**config.mk**
```make
export PLATFORM = sky130hd
export DESIGN_NAME = dcache_data_ram_flat
export DESIGN_NICKNAME = d
export VERILOG_FILES = /design/src/hdl/dcache_pkg.sv /design/src/hdl/dcache_if.sv /design/src/hdl/dcache_data_ram.sv /design/src/flat_wrapper.sv
export SDC_FILE = /design/constraint.sdc
export NUM_CORES = 2
export LEC_CHECK = 0
export ABC_CLOCK_PERIOD_IN_PS = 3200
export BUFFER_PORTS_ARGS = -buffer_cell sky130_fd_sc_hd__buf_4
export CORE_MARGIN = 10
export CORE_UTILIZATION = 60
export CTS_CLUSTER_DIAMETER = 100
export DETAILED_ROUTE_END_ITERATION = 12
export PLACE_DENSITY_LB_ADDON = 0.12
export REMOVE_ABC_BUFFERS = 1
export SYNTH_ARGS = -nofsm -noshare
export SYNTH_HDL_FRONTEND = slang
export SYNTH_SLANG_ARGS = --single-unit
```
**constraint.sdc**
```tcl
create_clock -name clk -period 3.2 [get_ports clk]
set_clock_uncertainty 0.15 [all_clocks]
set_input_delay 0.16 -clock clk [delete_from_list [all_inputs] [get_ports clk]]
set_output_delay 0.16 -clock clk [all_outputs]
set_load 0.05 [all_outputs]
```
**src/hdl/dcache_pkg.sv**
```systemverilog
/*
  shared widths, address split and controller states for the data cache
  address = | tag | index | offset |, one 64-bit word per line
  two ways only, victim choice and hit encoding depend on it
  index width is a module parameter, not defined here
*/
package dcache_pkg;

  localparam int ADDR_WIDTH   = 32;
  localparam int DATA_WIDTH   = 64; // word and line
  localparam int STRB_WIDTH   = DATA_WIDTH / 8;
  localparam int OFFSET_WIDTH = 3;  // byte within the line

  // fixed, see header
  localparam int NUM_WAYS = 2;

  // controller FSM
  typedef enum logic [3:0] {
    IDLE   = 4'd0, // waiting for ar or aw
    LOOKUP = 4'd1, // tag compare and ram read
    HIT    = 4'd2, // serving r, or w then b
    MEM_AW = 4'd3,
    MEM_W  = 4'd4,
    MEM_B  = 4'd5,
    MEM_AR = 4'd6,
    MEM_R  = 4'd7
  } ctrl_state_e;

endpackage
```
**src/hdl/dcache_if.sv**
```systemverilog
/*
  internal cache buses between controller, tag array and data rams
  ram rdata is valid one cycle after addr with we low
  tag lookup results are combinational from index and tag
*/
`timescale 1ns/1ns

// data ram port, one instance per way
interface dcache_ram_if #(
  parameter int INDEX_WIDTH = 6
);
  logic [INDEX_WIDTH-1:0]            addr;
  logic                              we;
  logic [dcache_pkg::STRB_WIDTH-1:0] bwen;  // byte mask, 1 = write
  logic [dcache_pkg::DATA_WIDTH-1:0] wdata;
  logic [dcache_pkg::DATA_WIDTH-1:0] rdata;

  modport ctrl (output addr, we, bwen, wdata, input rdata);
  modport ram  (input addr, we, bwen, wdata, output rdata);
endinterface


```
**src/hdl/dcache_data_ram.sv**
```systemverilog
/*
  one way of data storage, one word per set
  behaves like a single-port macro: write or read, never both
  rdata holds its value during a write cycle
*/
`timescale 1ns/1ns

module dcache_data_ram #(
  parameter int INDEX_WIDTH = 6
) (
  input logic       clk,
  dcache_ram_if.ram ram
);

  localparam int SETS = 2 ** INDEX_WIDTH;

  logic [dcache_pkg::DATA_WIDTH-1:0] mem [SETS];

  always_ff @(posedge clk) begin
    if (ram.we) begin
      // per-byte write
      for (int b = 0; b < dcache_pkg::STRB_WIDTH; b++) begin
        if (ram.bwen[b]) begin
          mem[ram.addr][8*b +: 8] <= ram.wdata[8*b +: 8];
        end
      end
    end else begin
      ram.rdata <= mem[ram.addr];
    end
  end

endmodule

```
**src/flat_wrapper.sv**
```systemverilog
// flat-port wrapper written by rule: the top's interface ports become plain ports
module dcache_data_ram_flat 
#(
  parameter int INDEX_WIDTH = 6
)
  (clk, ram_addr, ram_we, ram_bwen, ram_wdata, ram_rdata);
  dcache_ram_if #(.INDEX_WIDTH(INDEX_WIDTH)) ram_i ();
  input logic clk;
  input wire logic [$bits(ram_i.addr)-1:0] ram_addr;
  input wire logic [$bits(ram_i.we)-1:0] ram_we;
  input wire logic [$bits(ram_i.bwen)-1:0] ram_bwen;
  input wire logic [$bits(ram_i.wdata)-1:0] ram_wdata;
  output wire logic [$bits(ram_i.rdata)-1:0] ram_rdata;
  assign ram_i.addr = ram_addr;
  assign ram_i.we = ram_we;
  assign ram_i.bwen = ram_bwen;
  assign ram_i.wdata = ram_wdata;
  assign ram_rdata = ram_i.rdata;
  dcache_data_ram #(.INDEX_WIDTH(INDEX_WIDTH)) u_core (.clk(clk), .ram(ram_i));
endmodule
```
==> results.md <==
* Status: complete, no violations
* Initial antenna violation count at 32
* Final non-filler cell total at ~14000
* CTS H-tree depth at 5
* # clock sinks at about 4200
* Asr flop ratio synth at 0
* Worst setup path class: primary input to flip-flop
* Syn Inst Count at 9233
* Final Hold Fails at 0
* Num CTS Buffers at 402
* Hold path cells at 6
* Slowest CP cell: dlygate4sd3_1
* Worst Path Arrival at roughly 3.5 ns
* Synthesis-to-finish area growth at 16.61%
* Tcrit/Tclk final at 0.9225
* CP Cell Sequence: dlygate4sd3_1 > buf_4 > buf_4 > nand2b_4 > buf_12 > o22ai_1 > o21ai_0 > buf_4 > o211ai_1 > or4b_1
* Yosys warning count at 0
* CP endpoint kind: flip-flop
* Row cnt at ~190
* Ratio of cells with drive above 1 in the final layout at 0.2004
* Leak Pwr at 60.02 nW
* Total wire length at roughly 500000 um
* Final HPWL DP at 309800 um
* First-pass GRT wire length at slightly above 700000 um
* Layout Nets at slightly above 10000
* Port bufs at between 100 and 150
* Placed Cells at approximately 13000
* Overall Power at approximately 110 mW
* Number of synthesized flops with an enable pin at 4160
* Fin Setup TNS at 0 ns
* Skew-Pair Late Insertion Delay at 0.97 ns
* Grt ovf at 0
* Slew @ Worst Pin at about 1.4 ns
* Worst hold path class: primary input to flip-flop
* Crit Path Max Fanout at 38
* Most common cell after layout, fill and taps aside: edfxtp_1
* Initial Util at 0.6040
* R2R setup slack at roughly 0.38 ns
* Most frequent cells in the layout: 4160 x edfxtp_1, 1078 x buf_4, 738 x a221oi_1, 682 x nor2_1, 643 x a22oi_1
* Most used flip-flop cell after synthesis: edfxtp_1
* I/O Pins at 144
* R2r startpoint: u_core.mem[11][38]$_DFFE_PP_
* # Max-Cap Violations at 0
* Average vias per placed instance at approximately 7.2
* CTS tree: yes
* CTS clk-pin slew, worst paths at roughly 0.060 ns
* Synth Area per Inst at about 17 sq um
* Area taken by flip-flops and latches at around 120000 sq um
* Filler instances at between 15000 and 20000
* Peak supply drop at between 500 and 600 uV
* Via count at 100900
* # setup viols final at 0
* Worst EP required at about 3.7 ns
* Pwr/cell area at about 620 nW/um^2
* Area after DPL at 171700 sq um
* DRC violations left at 0
* Fmax achieved at roughly 0.34 GHz
* Register area share after synthesis at 0.7864
* CP startpoint kind: primary input
* Slew Limit Fails at 0
* Die W at between 500 and 600 um
* Min-delay src: ram_addr[0]
* Yosys reg bits at about 4200
* Biggest area consumer among synthesized cells: edfxtp_1
* Drt first-iter violations at between 15000 and 20000
* Top cell type's share of synthesized area at 0.7864
* R2R cell count at 5
* Setup Fix Bufs, Post-CTS at 0
* Clock buffer depth at 4
* WHS Endpoint: u_core.ram.rdata[9]$_DFFE_PN_
* Clk root buf: clkbuf_16
* Crit Reg-Reg Endpoint: u_core.ram.rdata[38]$_DFFE_PN_
* Crit path time final at 2.952 ns
* Die H at ~530 um
* RSZ-0062 raised after global routing: no
* Post-synthesis instance area at ~160000 sq um
* Drt pass-1 iters at 8
* Number of global-route vias before repair at 96950
* Routed Antenna Nets at 0
* Critical path's largest stage delay at 0.63 ns
* Largest net degree at the start of global routing at between 70 and 80
* Footprint of the multi-input gates at just over 30000 sq um
* GR Util All Layers at 0.3423
* Slew headroom at 0.08069
* Most used cell, CP: buf_4
* Die Area at 285700 sq um
* Post-synth cell types at 56
* CORE AREA at around 260000 sq um
* Routed len/inst at 35.81 um
* Placer Congestion at between 0.9 and 1
* Final core occ at 0.7044
* Cell area after layout at between 150000 and 200000 sq um
* Area contributors post-synth: edfxtp_1 79%, a221oi_1 4.1%, a22oi_1 3.0%
routing by layer:
metal	wire [um]	global-route usage	vias up
met5	167	0	-
met4	28870	0.1703	22
met3	70210	0.08851	1424
met2	225500	0.5074	8413
met1	179700	0.4761	50840
li1	-	-	40230
cells by family (layout without fill, tap and decap cells):
family | count (synthesis) | after routing | share of synthesized area
compound gates | 2539 | 2539 | 0.1173
buf+inv | 737 | 2052 | 0.02048
flops | 4160 | 4160 | 0.7864
mux | 561 | 561 | 0.04255
other cells | 0 | 25 | 0
simple gates | 1236 | 1236 | 0.03325
worst max-delay path: cells and delay by family:
kind	cells	cell delay, ns
AND/OR/NAND/NOR	2	0.82
AO/OA/AOI/OAI	3	0.71
buffers and inverters	5	1.70
power breakdown:
group          switching [mW]  leakage [nW]  internal, mW  total (mW)
logic                    5.17          16.3          2.17        7.34
clock network            20.3          6.27          26.3        46.7
registers               0.161          37.5          60.3        60.4
total                    25.7          60.0          88.8         114
Yosys cell counts (all sizes together) (51+ instances only):
cell type,instances
clkbuf,303
a21oi,234
edfxtp,4160
nor3,78
or4,51
o21ai,261
buf,429
o22ai,356
mux2,174
a221oi,738
mux2i,313
nor2,693
nand2,283
mux4,74
a22oi,643
sequential cells by signal (all words and copies together), names as in the netlist:
name / count
u_core.mem: 4096
u_core.ram.rdata: 64
through the flow:
step,hold slack (ns),setup slack (ns)
final,0.04053,0.2481
after global routing,0.01547,0.2668
after CTS,0.001033,0.3988
after detailed placement,0.5089,-0.1616
after global placement,0.5232,-0.1815
after floorplan,0.1089,-10.99
final cells by class:
class,count,share of cell area
Clock inverter,248,0.01255
Timing Repair Buffer,1315,0.06538
Tap cell,3515,0.02374
Antenna cell,25,0.0003377
Multi-Input combinational cell,4336,0.1670
Clock buffer,484,0.05643
Inverter,5,0.0002229
Sequential cell,4160,0.6744
how the worst max path moves through the flow:
stage | slack [ns] | endpoint | from | cells past startpoint
2_1_floorplan | -10.99 | u_core.mem[48][0]$_DFFE_PP_ | ram_addr[0] | 3
3_3_place_gp | -0.18 | u_core.ram.rdata[38]$_DFFE_PN_ | ram_addr[0] | 8
3_5_place_dp | -0.16 | u_core.ram.rdata[38]$_DFFE_PN_ | ram_addr[0] | 8
4_1_cts | 0.40 | u_core.ram.rdata[16]$_DFFE_PN_ | ram_addr[5] | 10
5_1_grt | 0.27 | u_core.ram.rdata[38]$_DFFE_PN_ | u_core.mem[11][38]$_DFFE_PP_ | 5
6_report | 0.25 | u_core.ram.rdata[16]$_DFFE_PN_ | ram_addr[5] | 10
what timing repair did:
action	CTS	global route
endpoints found under the hold margin	4110	0
resized for setup	0	0
hold buffers	71	0
No activity file was read; power rests on OpenSTA's default activity.
