## src/hdl/dcache_pkg.sv

```systemverilog
/*
  shared widths, address split and controller states for the data cache
  address = | tag | index | offset |, one 64-bit word per line
  two ways only, victim choice and hit encoding depend on it
  index width is a module parameter, not defined here
*/
package dcache_pkg;

  localparam int ADDR_WIDTH   = 32;
  localparam int DATA_WIDTH   = 64; // word and line
  localparam int STRB_WIDTH   = DATA_WIDTH / 8;
  localparam int OFFSET_WIDTH = 3;  // byte within the line

  // fixed, see header
  localparam int NUM_WAYS = 2;

  // controller FSM
  typedef enum logic [3:0] {
    IDLE   = 4'd0, // waiting for ar or aw
    LOOKUP = 4'd1, // tag compare and ram read
    HIT    = 4'd2, // serving r, or w then b
    MEM_AW = 4'd3,
    MEM_W  = 4'd4,
    MEM_B  = 4'd5,
    MEM_AR = 4'd6,
    MEM_R  = 4'd7
  } ctrl_state_e;

endpackage
```

## src/hdl/dcache_if.sv

```systemverilog
/*
  internal cache buses between controller, tag array and data rams
  ram rdata is valid one cycle after addr with we low
  tag lookup results are combinational from index and tag
*/
`timescale 1ns/1ns

// data ram port, one instance per way
interface dcache_ram_if #(
  parameter int INDEX_WIDTH = 6
);
  logic [INDEX_WIDTH-1:0]            addr;
  logic                              we;
  logic [dcache_pkg::STRB_WIDTH-1:0] bwen;  // byte mask, 1 = write
  logic [dcache_pkg::DATA_WIDTH-1:0] wdata;
  logic [dcache_pkg::DATA_WIDTH-1:0] rdata;

  modport ctrl (output addr, we, bwen, wdata, input rdata);
  modport ram  (input addr, we, bwen, wdata, output rdata);
endinterface

// tag lookup and update
interface dcache_tag_if #(
  parameter int INDEX_WIDTH = 6
);
  localparam int TAG_WIDTH = dcache_pkg::ADDR_WIDTH - INDEX_WIDTH - dcache_pkg::OFFSET_WIDTH;

  logic [INDEX_WIDTH-1:0] index;  // shared by lookup and update
  logic [TAG_WIDTH-1:0]   tag;
  logic                   lookup_en;
  logic                   hit;
  logic                   hit_way;
  logic                   victim_way;
  logic                   victim_dirty;
  logic [TAG_WIDTH-1:0]   victim_tag;
  logic                   upd_en;
  logic                   upd_way;
  logic                   upd_valid;
  logic                   upd_dirty;
  logic [TAG_WIDTH-1:0]   upd_tag;

  modport ctrl (
    output index, tag, lookup_en, upd_en, upd_way, upd_valid, upd_dirty, upd_tag,
    input  hit, hit_way, victim_way, victim_dirty, victim_tag
  );
  modport array (
    input  index, tag, lookup_en, upd_en, upd_way, upd_valid, upd_dirty, upd_tag,
    output hit, hit_way, victim_way, victim_dirty, victim_tag
  );
endinterface

```

## src/hdl/dcache_ctrl.sv

```systemverilog
/*
  blocking cache controller, one request in service at a time
  read beats write when both arrive together
  hit: r_valid_o or w_ready_o two cycles after the address transfer
  miss: writeback of a dirty victim, then refill, then served as a hit
  memory responses assumed OKAY, full-line writes only
*/
`timescale 1ns/1ns

module dcache_ctrl #(
  parameter int INDEX_WIDTH = 6
) (
  input  logic                              clk,
  input  logic                              rst,
  // cpu read
  input  logic                              ar_valid_i,
  output logic                              ar_ready_o,
  input  logic [dcache_pkg::ADDR_WIDTH-1:0] ar_addr_i,
  output logic                              r_valid_o,
  input  logic                              r_ready_i,
  output logic [dcache_pkg::DATA_WIDTH-1:0] r_data_o,
  // cpu write
  input  logic                              aw_valid_i,
  output logic                              aw_ready_o,
  input  logic [dcache_pkg::ADDR_WIDTH-1:0] aw_addr_i,
  input  logic                              w_valid_i,
  output logic                              w_ready_o,
  input  logic [dcache_pkg::DATA_WIDTH-1:0] w_data_i,
  input  logic [dcache_pkg::STRB_WIDTH-1:0] w_strb_i,
  output logic                              b_valid_o,
  input  logic                              b_ready_i,
  // memory
  output logic                              mem_ar_valid_o,
  input  logic                              mem_ar_ready_i,
  output logic [dcache_pkg::ADDR_WIDTH-1:0] mem_ar_addr_o,
  input  logic                              mem_r_valid_i,
  output logic                              mem_r_ready_o,
  input  logic [dcache_pkg::DATA_WIDTH-1:0] mem_r_data_i,
  output logic                              mem_aw_valid_o,
  input  logic                              mem_aw_ready_i,
  output logic [dcache_pkg::ADDR_WIDTH-1:0] mem_aw_addr_o,
  output logic                              mem_w_valid_o,
  input  logic                              mem_w_ready_i,
  output logic [dcache_pkg::DATA_WIDTH-1:0] mem_w_data_o,
  output logic [dcache_pkg::STRB_WIDTH-1:0] mem_w_strb_o,
  input  logic                              mem_b_valid_i,
  output logic                              mem_b_ready_o,
  dcache_tag_if.ctrl                        tag,
  dcache_ram_if.ctrl                        ram0,
  dcache_ram_if.ctrl                        ram1
);

  localparam int OFS     = dcache_pkg::OFFSET_WIDTH;
  localparam int TAG_LSB = INDEX_WIDTH + OFS;
  localparam int TAG_WIDTH = dcache_pkg::ADDR_WIDTH - TAG_LSB;

  dcache_pkg::ctrl_state_e state_q;

  logic                              is_write_q;
  logic                              way_q;
  logic [TAG_WIDTH-1:0]              tag_q;
  logic [INDEX_WIDTH-1:0]            index_q;
  logic [dcache_pkg::ADDR_WIDTH-1:0] req_addr;
  logic [INDEX_WIDTH-1:0]            ram_index;
  logic                              sel_way;
  logic [dcache_pkg::DATA_WIDTH-1:0] sel_rdata;
  logic ar_fire, aw_fire, accept, r_fire, w_fire, b_fire;
  logic mem_ar_fire, mem_r_fire, mem_aw_fire, mem_w_fire, mem_b_fire;
  logic fill;

  // accept only in IDLE, aw held off while ar is pending
  assign ar_ready_o = (state_q == dcache_pkg::IDLE);
  assign aw_ready_o = (state_q == dcache_pkg::IDLE) & ~ar_valid_i;

  assign ar_fire     = ar_valid_i & ar_ready_o;
  assign aw_fire     = aw_valid_i & aw_ready_o;
  assign accept      = ar_fire | aw_fire;
  assign r_fire      = r_valid_o & r_ready_i;
  assign w_fire      = w_valid_i & w_ready_o;
  assign b_fire      = b_valid_o & b_ready_i;
  assign mem_ar_fire = mem_ar_valid_o & mem_ar_ready_i;
  assign mem_r_fire  = mem_r_valid_i & mem_r_ready_o;
  assign mem_aw_fire = mem_aw_valid_o & mem_aw_ready_i;
  assign mem_w_fire  = mem_w_valid_o & mem_w_ready_i;
  assign mem_b_fire  = mem_b_valid_i & mem_b_ready_o;
  assign fill        = (state_q == dcache_pkg::MEM_R) & mem_r_fire;

  assign req_addr  = ar_valid_i ? ar_addr_i : aw_addr_i;
  assign ram_index = (state_q == dcache_pkg::IDLE) ? req_addr[TAG_LSB-1:OFS] : index_q;

  // hit way during lookup, latched way afterwards
  assign sel_way   = (state_q == dcache_pkg::LOOKUP) ? tag.hit_way : way_q;
  assign sel_rdata = sel_way ? ram1.rdata : ram0.rdata;

  assign mem_w_strb_o = {dcache_pkg::STRB_WIDTH{1'b1}};  // whole line

  // tag lookup and update
  assign tag.index     = ram_index;
  assign tag.tag       = tag_q;
  assign tag.lookup_en = (state_q == dcache_pkg::LOOKUP);
  assign tag.upd_en    = fill | w_fire;
  assign tag.upd_way   = way_q;
  assign tag.upd_valid = 1'b1;
  assign tag.upd_dirty = w_fire;  // refill installs clean
  assign tag.upd_tag   = tag_q;

  // data rams, written on refill or cpu write
  assign ram0.addr  = ram_index;
  assign ram0.we    = (fill | w_fire) & ~way_q;
  assign ram0.bwen  = w_fire ? w_strb_i : {dcache_pkg::STRB_WIDTH{1'b1}};
  assign ram0.wdata = w_fire ? w_data_i : mem_r_data_i;
  assign ram1.addr  = ram_index;
  assign ram1.we    = (fill | w_fire) & way_q;
  assign ram1.bwen  = w_fire ? w_strb_i : {dcache_pkg::STRB_WIDTH{1'b1}};
  assign ram1.wdata = w_fire ? w_data_i : mem_r_data_i;

  always_ff @(posedge clk) begin
    if (rst) begin
      state_q        <= dcache_pkg::IDLE;
      is_write_q     <= 1'b0;
      way_q          <= 1'b0;
      r_valid_o      <= 1'b0;
      w_ready_o      <= 1'b0;
      b_valid_o      <= 1'b0;
      mem_ar_valid_o <= 1'b0;
      mem_r_ready_o  <= 1'b0;
      mem_aw_valid_o <= 1'b0;
      mem_w_valid_o  <= 1'b0;
      mem_b_ready_o  <= 1'b0;
    end else begin
      case (state_q)
        dcache_pkg::IDLE: if (accept) begin
          is_write_q <= ~ar_fire;
          state_q    <= dcache_pkg::LOOKUP;
        end
        dcache_pkg::LOOKUP: begin
          if (tag.hit) begin
            way_q     <= tag.hit_way;
            r_valid_o <= ~is_write_q;
            w_ready_o <= is_write_q;
            state_q   <= dcache_pkg::HIT;
          end else begin
            way_q <= tag.victim_way;
            if (tag.victim_dirty) begin
              mem_aw_valid_o <= 1'b1;
              state_q        <= dcache_pkg::MEM_AW;
            end else begin
              mem_ar_valid_o <= 1'b1;
              state_q        <= dcache_pkg::MEM_AR;
            end
          end
        end
        dcache_pkg::HIT: begin
          if (w_fire) begin
            w_ready_o <= 1'b0;
            b_valid_o <= 1'b1;
          end
          if (r_fire | b_fire) begin
            r_valid_o <= 1'b0;
            b_valid_o <= 1'b0;
            state_q   <= dcache_pkg::IDLE;
          end
        end
        dcache_pkg::MEM_AW: if (mem_aw_fire) begin
          mem_aw_valid_o <= 1'b0;
          mem_w_valid_o  <= 1'b1;
          state_q        <= dcache_pkg::MEM_W;
        end
        dcache_pkg::MEM_W: if (mem_w_fire) begin
          mem_w_valid_o <= 1'b0;
          mem_b_ready_o <= 1'b1;
          state_q       <= dcache_pkg::MEM_B;
        end
        dcache_pkg::MEM_B: if (mem_b_fire) begin
          mem_b_ready_o  <= 1'b0;
          mem_ar_valid_o <= 1'b1;  // writeback done, now refill
          state_q        <= dcache_pkg::MEM_AR;
        end
        dcache_pkg::MEM_AR: if (mem_ar_fire) begin
          mem_ar_valid_o <= 1'b0;
          mem_r_ready_o  <= 1'b1;
          state_q        <= dcache_pkg::MEM_R;
        end
        dcache_pkg::MEM_R: if (mem_r_fire) begin
          mem_r_ready_o <= 1'b0;
          r_valid_o     <= ~is_write_q;
          w_ready_o     <= is_write_q;
          state_q       <= dcache_pkg::HIT;
        end
        default: state_q <= dcache_pkg::IDLE;
      endcase
    end
  end

  // address and data payloads
  always_ff @(posedge clk) begin
    if ((state_q == dcache_pkg::IDLE) && accept) begin
      tag_q   <= req_addr[dcache_pkg::ADDR_WIDTH-1:TAG_LSB];
      index_q <= req_addr[TAG_LSB-1:OFS];
    end
    if (state_q == dcache_pkg::LOOKUP) begin
      r_data_o      <= sel_rdata;
      mem_aw_addr_o <= {tag.victim_tag, index_q, {OFS{1'b0}}};
      mem_ar_addr_o <= {tag_q, index_q, {OFS{1'b0}}};
    end
    if ((state_q == dcache_pkg::MEM_AW) && mem_aw_fire) begin
      mem_w_data_o <= sel_rdata;  // victim word, ram still reads index_q
    end
    if (fill) begin
      r_data_o <= mem_r_data_i;
    end
  end

endmodule

```

## src/flat_wrapper.sv

```systemverilog
// flat-port wrapper written by rule: the top's interface ports become plain ports
module dcache_ctrl_flat 
#(
  parameter int INDEX_WIDTH = 6
)
  (clk, rst, ar_valid_i, ar_ready_o, ar_addr_i, r_valid_o, r_ready_i, r_data_o, aw_valid_i, aw_ready_o, aw_addr_i, w_valid_i, w_ready_o, w_data_i, w_strb_i, b_valid_o, b_ready_i, mem_ar_valid_o, mem_ar_ready_i, mem_ar_addr_o, mem_r_valid_i, mem_r_ready_o, mem_r_data_i, mem_aw_valid_o, mem_aw_ready_i, mem_aw_addr_o, mem_w_valid_o, mem_w_ready_i, mem_w_data_o, mem_w_strb_o, mem_b_valid_i, mem_b_ready_o, tag_index, tag_tag, tag_lookup_en, tag_upd_en, tag_upd_way, tag_upd_valid, tag_upd_dirty, tag_upd_tag, tag_hit, tag_hit_way, tag_victim_way, tag_victim_dirty, tag_victim_tag, ram0_addr, ram0_we, ram0_bwen, ram0_wdata, ram0_rdata, ram1_addr, ram1_we, ram1_bwen, ram1_wdata, ram1_rdata);
  dcache_tag_if #(.INDEX_WIDTH(INDEX_WIDTH)) tag_i ();
  dcache_ram_if #(.INDEX_WIDTH(INDEX_WIDTH)) ram0_i ();
  dcache_ram_if #(.INDEX_WIDTH(INDEX_WIDTH)) ram1_i ();
  input  logic clk;
  input  logic rst;
  input  logic ar_valid_i;
  output logic ar_ready_o;
  input  logic [dcache_pkg::ADDR_WIDTH-1:0] ar_addr_i;
  output logic r_valid_o;
  input  logic r_ready_i;
  output logic [dcache_pkg::DATA_WIDTH-1:0] r_data_o;
  input  logic aw_valid_i;
  output logic aw_ready_o;
  input  logic [dcache_pkg::ADDR_WIDTH-1:0] aw_addr_i;
  input  logic w_valid_i;
  output logic w_ready_o;
  input  logic [dcache_pkg::DATA_WIDTH-1:0] w_data_i;
  input  logic [dcache_pkg::STRB_WIDTH-1:0] w_strb_i;
  output logic b_valid_o;
  input  logic b_ready_i;
  output logic mem_ar_valid_o;
  input  logic mem_ar_ready_i;
  output logic [dcache_pkg::ADDR_WIDTH-1:0] mem_ar_addr_o;
  input  logic mem_r_valid_i;
  output logic mem_r_ready_o;
  input  logic [dcache_pkg::DATA_WIDTH-1:0] mem_r_data_i;
  output logic mem_aw_valid_o;
  input  logic mem_aw_ready_i;
  output logic [dcache_pkg::ADDR_WIDTH-1:0] mem_aw_addr_o;
  output logic mem_w_valid_o;
  input  logic mem_w_ready_i;
  output logic [dcache_pkg::DATA_WIDTH-1:0] mem_w_data_o;
  output logic [dcache_pkg::STRB_WIDTH-1:0] mem_w_strb_o;
  input  logic mem_b_valid_i;
  output logic mem_b_ready_o;
  output wire logic [$bits(tag_i.index)-1:0] tag_index;
  output wire logic [$bits(tag_i.tag)-1:0] tag_tag;
  output wire logic [$bits(tag_i.lookup_en)-1:0] tag_lookup_en;
  output wire logic [$bits(tag_i.upd_en)-1:0] tag_upd_en;
  output wire logic [$bits(tag_i.upd_way)-1:0] tag_upd_way;
  output wire logic [$bits(tag_i.upd_valid)-1:0] tag_upd_valid;
  output wire logic [$bits(tag_i.upd_dirty)-1:0] tag_upd_dirty;
  output wire logic [$bits(tag_i.upd_tag)-1:0] tag_upd_tag;
  input wire logic [$bits(tag_i.hit)-1:0] tag_hit;
  input wire logic [$bits(tag_i.hit_way)-1:0] tag_hit_way;
  input wire logic [$bits(tag_i.victim_way)-1:0] tag_victim_way;
  input wire logic [$bits(tag_i.victim_dirty)-1:0] tag_victim_dirty;
  input wire logic [$bits(tag_i.victim_tag)-1:0] tag_victim_tag;
  output wire logic [$bits(ram0_i.addr)-1:0] ram0_addr;
  output wire logic [$bits(ram0_i.we)-1:0] ram0_we;
  output wire logic [$bits(ram0_i.bwen)-1:0] ram0_bwen;
  output wire logic [$bits(ram0_i.wdata)-1:0] ram0_wdata;
  input wire logic [$bits(ram0_i.rdata)-1:0] ram0_rdata;
  output wire logic [$bits(ram1_i.addr)-1:0] ram1_addr;
  output wire logic [$bits(ram1_i.we)-1:0] ram1_we;
  output wire logic [$bits(ram1_i.bwen)-1:0] ram1_bwen;
  output wire logic [$bits(ram1_i.wdata)-1:0] ram1_wdata;
  input wire logic [$bits(ram1_i.rdata)-1:0] ram1_rdata;
  assign tag_index = tag_i.index;
  assign tag_tag = tag_i.tag;
  assign tag_lookup_en = tag_i.lookup_en;
  assign tag_upd_en = tag_i.upd_en;
  assign tag_upd_way = tag_i.upd_way;
  assign tag_upd_valid = tag_i.upd_valid;
  assign tag_upd_dirty = tag_i.upd_dirty;
  assign tag_upd_tag = tag_i.upd_tag;
  assign tag_i.hit = tag_hit;
  assign tag_i.hit_way = tag_hit_way;
  assign tag_i.victim_way = tag_victim_way;
  assign tag_i.victim_dirty = tag_victim_dirty;
  assign tag_i.victim_tag = tag_victim_tag;
  assign ram0_addr = ram0_i.addr;
  assign ram0_we = ram0_i.we;
  assign ram0_bwen = ram0_i.bwen;
  assign ram0_wdata = ram0_i.wdata;
  assign ram0_i.rdata = ram0_rdata;
  assign ram1_addr = ram1_i.addr;
  assign ram1_we = ram1_i.we;
  assign ram1_bwen = ram1_i.bwen;
  assign ram1_wdata = ram1_i.wdata;
  assign ram1_i.rdata = ram1_rdata;
  dcache_ctrl #(.INDEX_WIDTH(INDEX_WIDTH)) u_core (.clk(clk), .rst(rst), .ar_valid_i(ar_valid_i), .ar_ready_o(ar_ready_o), .ar_addr_i(ar_addr_i), .r_valid_o(r_valid_o), .r_ready_i(r_ready_i), .r_data_o(r_data_o), .aw_valid_i(aw_valid_i), .aw_ready_o(aw_ready_o), .aw_addr_i(aw_addr_i), .w_valid_i(w_valid_i), .w_ready_o(w_ready_o), .w_data_i(w_data_i), .w_strb_i(w_strb_i), .b_valid_o(b_valid_o), .b_ready_i(b_ready_i), .mem_ar_valid_o(mem_ar_valid_o), .mem_ar_ready_i(mem_ar_ready_i), .mem_ar_addr_o(mem_ar_addr_o), .mem_r_valid_i(mem_r_valid_i), .mem_r_ready_o(mem_r_ready_o), .mem_r_data_i(mem_r_data_i), .mem_aw_valid_o(mem_aw_valid_o), .mem_aw_ready_i(mem_aw_ready_i), .mem_aw_addr_o(mem_aw_addr_o), .mem_w_valid_o(mem_w_valid_o), .mem_w_ready_i(mem_w_ready_i), .mem_w_data_o(mem_w_data_o), .mem_w_strb_o(mem_w_strb_o), .mem_b_valid_i(mem_b_valid_i), .mem_b_ready_o(mem_b_ready_o), .tag(tag_i), .ram0(ram0_i), .ram1(ram1_i));
endmodule
```

## config.mk

```make
export PLATFORM = sky130hd
export DESIGN_NAME = dcache_ctrl_flat
export DESIGN_NICKNAME = d
export VERILOG_FILES = /design/src/hdl/dcache_pkg.sv /design/src/hdl/dcache_if.sv /design/src/hdl/dcache_ctrl.sv /design/src/flat_wrapper.sv
export SDC_FILE = /design/constraint.sdc
export NUM_CORES = 1
export LEC_CHECK = 0
export BUFFER_PORTS_ARGS = -buffer_cell sky130_fd_sc_hd__buf_2
export CORE_AREA = 8 8 303 305
export DETAILED_ROUTE_END_ITERATION = 6
export DIE_AREA = 0 0 311 313
export PLACE_DENSITY = 0.37
export SLEW_MARGIN = 10
export SYNTH_ARGS = -nofsm -noshare
export SYNTH_HDL_FRONTEND = slang
export SYNTH_SLANG_ARGS = --single-unit
```

## constraint.sdc

```tcl
create_clock -name clk -period 6.7 [get_ports clk]
set_input_delay 0.67 -clock clk [delete_from_list [all_inputs] [get_ports clk]]
set_output_delay 0.67 -clock clk [all_outputs]
set_load 0.02 [all_outputs]
```

==> results of run 1 <==
==> metrics by stage <==
stage	instances	instance area, µm²	hold WS [ns]	util (%)	worst slack (ns)
floorplan	721	11200	0.422	-	0.945
global placement	2505	15500	0.427	17.7	2.70
detailed placement	2505	15500	0.435	17.7	2.67
CTS	2557	16400	0.179	18.8	2.64
global route	2559	16400	0.204	18.8	2.47
finish	2559	16400	0.258	18.8	2.74
==> logic make-up after synthesis <==
logic type / count (synthesis)
compound gates: 33
buf+inv: 166
flops: 222
mux: 230
other cells: 2
simple gates: 55
==> worst max-delay path, stage by stage (launching register included) <==
cell and delay, ns:
sky130_fd_sc_hd__dfxtp_1 0.59, sky130_fd_sc_hd__nor2b_1 0.56, sky130_fd_sc_hd__nand2_2 0.28, sky130_fd_sc_hd__inv_2 0.15
sky130_fd_sc_hd__mux2i_4 0.65, sky130_fd_sc_hd__buf_4 0.69, sky130_fd_sc_hd__mux2_2 0.43, sky130_fd_sc_hd__mux2_2 0.26
==> cells in the final DEF (no fill, tap or decap), types with 3 or more instances in the layout <==
cell type,netlist,layout
sky130_fd_sc_hd__buf_2,4,770
sky130_fd_sc_hd__edfxtp_1,209,209
sky130_fd_sc_hd__mux2_2,138,138
sky130_fd_sc_hd__mux2_4,89,89
sky130_fd_sc_hd__clkbuf_16,0,29
sky130_fd_sc_hd__conb_1,2,15
sky130_fd_sc_hd__dfxtp_1,13,13
sky130_fd_sc_hd__nand2_1,12,11
sky130_fd_sc_hd__nor2_1,10,10
sky130_fd_sc_hd__a21oi_1,10,10
sky130_fd_sc_hd__buf_4,129,10
sky130_fd_sc_hd__nand2b_1,9,9
sky130_fd_sc_hd__clkbuf_1,19,8
sky130_fd_sc_hd__nand3_1,7,7
sky130_fd_sc_hd__nor2b_1,6,5
sky130_fd_sc_hd__o21ai_0,5,5
sky130_fd_sc_hd__a211oi_1,4,4
sky130_fd_sc_hd__clkinv_1,0,4
sky130_fd_sc_hd__a22oi_1,3,3
sky130_fd_sc_hd__a21bo_2,3,3
sky130_fd_sc_hd__clkinv_2,0,3
sky130_fd_sc_hd__bufinv_16,0,3
==> power by group through the flow <==
stage / Sequential [mW] / Combinational, mW / Clock [mW]
2_1_floorplan: 2.43 / 1.19 / 0
3_3_place_gp: 2.14 / 2.19 / 0
3_5_place_dp: 2.15 / 2.19 / 0
4_1_cts: 2.12 / 2.20 / 1.66
5_1_grt: 2.15 / 2.27 / 1.69
6_report: 2.11 / 2.13 / 1.57
==> layout make-up <==
type                       instances  share of cell area (%)
sequential                       222                    39.8
multi-input combinational        333                    21.4
timing repair buffer             780                    23.9
clock inverter                    13                   0.961
inverter                           5                   0.130
clock buffer                      39                    4.77
tap                             1165                    8.89
antenna                            2                  0.0305
==> flip-flops by register name, indices dropped and copies added, names as in the netlist, 3 cells and up <==
signal and flops:
u_core.index_q 6, u_core.mem_ar_addr_o 29, u_core.mem_aw_addr_o 23, u_core.mem_w_data_o 64
u_core.r_data_o 64, u_core.state_q 3, u_core.tag.tag 23
==> per-layer routing <==
layer  GRT usage [%]  part of all wire, %
met5               0                0.026
met4            2.40                  2.2
met3            3.02                  7.9
met2            16.9                   52
met1            10.4                   38
==> final timing paths <==
kind,start,endpoint
max,u_core.state_q[0],u_core.r_data_o[0]
min,tag_victim_tag[16],u_core.mem_aw_addr_o[25]
max reg2reg,u_core.state_q[0],u_core.r_data_o[0]
min reg2reg,u_core.index_q[4],u_core.mem_ar_addr_o[7]
==> results.py, run 1 <==
metrics = {
    "logic_synthesis": {
        "synth_xor_area_share_pct": 0,
        "yosys_register_bits": 222,
        "synth_area_in_adders_pct": 0,
        "post-synth-top-count-cell": "sky130_fd_sc_hd__edfxtp_1",
        "area_fraction_of_the_dominant_cell_type_after_synthesis_pct": 56.4,
        "synth_ff_type": "sky130_fd_sc_hd__edfxtp_1",
        "yosys-top-cells-count": "sky130_fd_sc_hd__edfxtp_1, sky130_fd_sc_hd__mux2_2, sky130_fd_sc_hd__buf_4",
        "number_of_unique_standard_cell_types_used_by_synthesis": 38,
        "count_of_mapped_cells_out_of_synthesis": 708,
        "netlist.top_cell.by_area": "sky130_fd_sc_hd__edfxtp_1",
        "ys_async_sr_fraction_pct": 0,
        "synthesis.area_um2": 11100,
        "synth_compound_area_share_pct": 2.02,
        "synth_seq_area_share_pct": 58.8,
        "yosys_warnings": 0,
        "synth_area_leaders": "sky130_fd_sc_hd__edfxtp_1, sky130_fd_sc_hd__mux2_2, sky130_fd_sc_hd__mux2_4",
        "synth.avg_cell_area_um2": 15.7,
        "synth_top_family_by_area": "multiplexers",
        "synth_enable_flop_cells": 209,
        "synth_simple_gate_area_share_pct": 2.47,
        "synth_mux_area_share_pct": 26.3,
    },
    "pwr": {
        "sw_frac_of_total_pct": 36.5,
        "power.clock.fraction_pct": 26.9,
        "powerDensity_nw_per_um2": 354,
        "leakage_nw": 7.16,
        "power.share.combinational_pct": 36.7,
        "vdd_drop_max_mv": 0.212,
        "power_frac_seq_pct": 36.3,
        "net_switching_component_of_the_power_mw": 2.12,
        "internal_power_contribution_mw": 3.69,
        "totalPowerFinal_mw": 5.81,
    },
    "sta": {
        "slew_headroom_pct": 40.0,
        "worstMarginPinSlew_ns": 0.896,
        "period_needed_ns": 3.96,
        "fin_max_slew_vios": 0,
        "min_period_over_period_pct": 59.1,
        "grt_setup_unrepaired": "false",
        "timing.final.hold_violations": 0,
        "finalClockSkew_ns": 0.00963,
        "fin_tns_setup_ns": 0,
        "fmax_mhz": 253,
        "final-setup-viol-count": 0,
    },
    "die": {
        "core_area_um2": 87300,
        "rows": 109,
        "floorplan.initialDensity_pct": 12.7,
        "ioPinCount": 792,
        "dieArea_um2": 97300,
        "dieWidth_um": 311,
        "die_height_um": 313,
    },
    "routing": {
        "wl_per_cell_um": 19.2,
        "via_per_inst": 3.27,
        "ant_nets": 0,
        "drt_pass1_iterations": 4,
        "dr.first_iter.drc_count": 414,
        "route.detailed.drc": 0,
        "postRouteWirelength_um": 49100,
        "via_count": 8366,
    },
    "grt": {
        "grt_first_pass_wirelength_um": 68300,
        "grt.total_usage_pct": 9.29,
        "grt_max_degree": 54,
        "first_global_vias": 9279,
        "grt_antenna_before_repair": 7,
        "gr-total-overflow": 0,
    },
    "critical_path": {
        "path_max_fanout": 37,
        "r2r_cells": 7,
        "timing.reg2reg.setup_slack_ns": 2.74,
        "criticalPathCategory": "reg -> reg",
        "cp_data_arrival_time_ns": 4.30,
        "timing.critical_path.from_type": "flip-flop",
        "critPathRequiredTime_ns": 7.04,
        "endpoint_kind": "flip-flop",
    },
    "layout": {
        "fin_nets": 1738,
        "fillCellCount": 9677,
        "area_of_the_multi_input_gates_um2": 3510,
        "sequential_cell_area_um2": 6540,
        "drive_gt1_share_pct": 76.2,
        "syn_to_final_growth_pct": 47.5,
    },
    "run": {
        "cap_violations": 0,
    },
    "clock_network": {
        "cts_made_buffers": 29,
        "htreeDepth": 1,
        "cts-root-buf": "sky130_fd_sc_hd__clkbuf_16",
        "clkSinkCount": 222,
        "tritoncts_clock_tree": "built",
        "source_to_sink_clock_delay_at_the_later_pin_of_the_worst_skew_pair_ns": 0.59,
        "clkSlewWorstSetupHoldPaths_ns": 0.06,
        "cts.repair.resized": 0,
        "cts_buffer_depth": 3,
        "post-cts-setup-buffer-count": 0,
        "hold_buffers": 0,
    },
    "place": {
        "port_buffers": 770,
        "gp_congestion": 0.841,
        "dp_hpwl_um": 40400,
    },
    "worst_hold_path": {
        "hold_path_depth": 1,
        "min_path_type": "in -> reg",
    },
    "outcome": {
        "status": "complete, no violations",
    },
}
Power figures use the tool's default switching activity.
==> run 2: changes to the inputs <==
- ABC_AREA: default -> 1
- CORE_AREA: 8 8 303 305 -> 8 8 301 303
- DIE_AREA: 0 0 311 313 -> 0 0 309 311
- PLACE_DENSITY: 0.37 -> 0.38
- clock period: 6.7 -> 3.4 ns (I/O delays scaled with it)
==> results.py, run 2 <==
metrics = {
    "pwr": {
        "net_switching_component_of_the_power_mw": 5.91,
        "powerDensity_nw_per_um2": 792,
        "power_frac_seq_pct": 32.9,
        "power.share.combinational_pct": 45.1,
        "vdd_drop_max_mv": 0.435,
        "sw_frac_of_total_pct": 44.2,
        "internal_power_contribution_mw": 7.48,
        "power.clock.fraction_pct": 22.0,
        "leakage_nw": 7.71,
    },
    "sta": {
        "period_needed_ns": 3.07,
        "slew_headroom_pct": 41.3,
        "grt_setup_unrepaired": "false",
        "fin_tns_setup_ns": 0,
        "fin_max_slew_vios": 0,
        "finalClockSkew_ns": 0.0149,
        "holdWs_ns": 0.0509,
        "worstMarginPinSlew_ns": 0.880,
        "fmax_mhz": 326,
        "final-setup-viol-count": 0,
        "timing.final.hold_violations": 0,
        "min_period_over_period_pct": 90.2,
    },
    "die": {
        "ioPinCount": 792,
        "dieWidth_um": 309,
        "dieArea_um2": 96100,
        "core_area_um2": 85900,
        "rows": 108,
        "floorplan.initialDensity_pct": 12.9,
        "die_height_um": 311,
    },
    "layout": {
        "largest_registers": "u_core.mem_w_data_o x64, u_core.r_data_o x64, u_core.mem_ar_addr_o x29",
        "fin_nets": 2167,
        "post_layout_nonfiller_instances": 2976,
        "syn_to_final_growth_pct": 52.2,
        "final_cell_mix": "sky130_fd_sc_hd__buf_2, sky130_fd_sc_hd__nand2_1, sky130_fd_sc_hd__edfxtp_1",
        "drive_gt1_share_pct": 53.9,
        "final_common_cell": "sky130_fd_sc_hd__buf_2",
    },
    "grt": {
        "grt_first_pass_wirelength_um": 79200,
        "first_global_vias": 11100,
        "gr-total-overflow": 0,
        "grt.total_usage_pct": 11.2,
        "grt_max_degree": 65,
        "grt_antenna_before_repair": 13,
    },
    "logic_synthesis": {
        "yosys-top-cells-count": "sky130_fd_sc_hd__nand2_1, sky130_fd_sc_hd__edfxtp_1, sky130_fd_sc_hd__buf_4",
        "yosys_register_bits": 222,
        "synthesis.area_um2": 11100,
        "synth_enable_flop_cells": 209,
        "synth.avg_cell_area_um2": 10.3,
        "area_fraction_of_the_dominant_cell_type_after_synthesis_pct": 56.5,
        "netlist.top_cell.by_area": "sky130_fd_sc_hd__edfxtp_1",
        "synth_seq_area_share_pct": 58.8,
        "count_of_mapped_cells_out_of_synthesis": 1084,
        "yosys_warnings": 0,
        "ys_async_sr_fraction_pct": 0,
        "synth_area_leaders": "sky130_fd_sc_hd__edfxtp_1, sky130_fd_sc_hd__nand2_1, sky130_fd_sc_hd__buf_4",
        "post-synth-top-count-cell": "sky130_fd_sc_hd__nand2_1",
        "number_of_unique_standard_cell_types_used_by_synthesis": 25,
        "synth_ff_type": "sky130_fd_sc_hd__edfxtp_1",
    },
    "routing": {
        "dr.first_iter.drc_count": 561,
        "ant_nets": 0,
        "wl_per_cell_um": 19.5,
        "via_per_inst": 3.47,
        "postRouteWirelength_um": 57900,
        "route.detailed.drc": 0,
        "drt_pass1_iterations": 5,
        "via_count": 10300,
    },
    "place": {
        "gp_congestion": 0.931,
        "dp_hpwl_um": 48100,
        "port_buffers": 770,
        "numPlacedInstances": 2866,
    },
    "critical_path": {
        "timing.critical_path.from_type": "flip-flop",
        "endpoint_kind": "primary output",
        "cp_cell_sequence": "nand2_1 -> inv_4 -> buf_4 -> nand2_1 -> o21ai_0 -> buf_4 -> buf_2",
        "critical_path.max_stage_delay_ns": 0.51,
        "critPathRequiredTime_ns": 3.06,
        "cpLargestDelayFamily": "buffers and inverters",
        "criticalPathCategory": "reg -> out",
        "path_max_fanout": 32,
        "cp_data_arrival_time_ns": 2.73,
        "critPathSlowestCell": "sky130_fd_sc_hd__inv_4",
        "timing.critical_path.buf_inv": 4,
    },
    "worst_hold_path": {
        "min_path_type": "in -> reg",
    },
    "clock_network": {
        "post-cts-setup-buffer-count": 0,
        "clkSlewWorstSetupHoldPaths_ns": 0.06,
        "tritoncts_clock_tree": "built",
        "cts-root-buf": "sky130_fd_sc_hd__clkbuf_16",
        "cts_made_buffers": 29,
        "htreeDepth": 1,
        "source_to_sink_clock_delay_at_the_later_pin_of_the_worst_skew_pair_ns": 0.59,
        "cts_buffer_depth": 3,
        "clkSinkCount": 222,
    },
    "outcome": {
        "status": "complete, no violations",
    },
    "run": {
        "cap_violations": 0,
    },
}
## run 2: final timing paths
check / startpoint / cells past startpoint / slack [ns] / to
min reg2reg: u_core.index_q[2] / 0 / 0.45 / u_core.mem_ar_addr_o[5]
max: u_core.w_ready_o / 7 / 0.33 / ram1_wdata[4]
min: ram1_rdata[25] / 3 / 0.05 / u_core.mem_w_data_o[25]
max reg2reg: u_core.state_q[2] / 9 / 0.86 / u_core.mem_w_data_o[14]
## run 2: power by group through the flow
stage | registers, mW | logic [mW] | clock network (mW)
global route | 4.48 | 6.56 | 3.17
detailed placement | 4.48 | 6.13 | 0
CTS | 4.43 | 6.24 | 3.08
finish | 4.41 | 6.04 | 2.94
global placement | 4.46 | 6.15 | 0
floorplan | 5.12 | 3.35 | 0
## run 2: layer usage
| metal | vias up | GRT usage (%) | wire [µm] |
|---|---|---|---|
| li1 | 4858 | - | - |
| met4 | 4 | 3.14 | 1850 |
| met3 | 79 | 3.30 | 5330 |
| met5 | - | 0 | 33 |
| met1 | 4786 | 12.1 | 21100 |
| met2 | 586 | 20.8 | 29600 |
## run 2: logic make-up after synthesis
| logic type | synth area share (%) |
|---|---|
| buffers and inverters | 14.0 |
| AOI/OAI and AO/OA | 6.85 |
| muxes | 2.94 |
| and+or+nand+nor | 17.3 |
| other | 0.0676 |
| DFF | 58.8 |
## run 2: cell type report
type / instances / area [µm²]
sequential: 222 / 6540
clock inverter: 9 / 87.6
tap: 1155 / 1450
multi-input combinational: 623 / 3100
inverter: 76 / 290
timing repair buffer: 848 / 4650
fill: 9651 / 69000
antenna: 2 / 5.00
clock buffer: 41 / 801
## run 2: worst register-to-register path, cell delays in order (launching register included)
cell	delay (ns)
sky130_fd_sc_hd__dfxtp_1	0.47
sky130_fd_sc_hd__nor2_4	0.20
sky130_fd_sc_hd__nand2_1	0.13
sky130_fd_sc_hd__nand2_1	0.14
sky130_fd_sc_hd__nand2_4	0.09
sky130_fd_sc_hd__inv_4	0.38
sky130_fd_sc_hd__buf_4	0.34
sky130_fd_sc_hd__nand2_2	0.07
sky130_fd_sc_hd__nand2_2	0.07
sky130_fd_sc_hd__dlygate4sd3_1	0.54
## run 2: what timing repair did
| item | in CTS | in global routing |
|---|---|---|
| hold endpoints to repair | 49 | 0 |
| gates resized for setup | 0 | 0 |
| hold buffers | 58 | 0 |
## run 2: through the flow
step | worst slack, ns | utilization (%) | cell area (µm²) | power (mW)
after floorplan | 0.565 | - | 11200 | 8.47
after global placement | 0.859 | 18.0 | 15400 | 10.6
final | 0.333 | 19.7 | 16900 | 13.4
after detailed placement | 0.810 | 18.0 | 15400 | 10.6
after global routing | 0.132 | 19.7 | 16900 | 14.2
after CTS | 0.235 | 19.7 | 16900 | 13.7
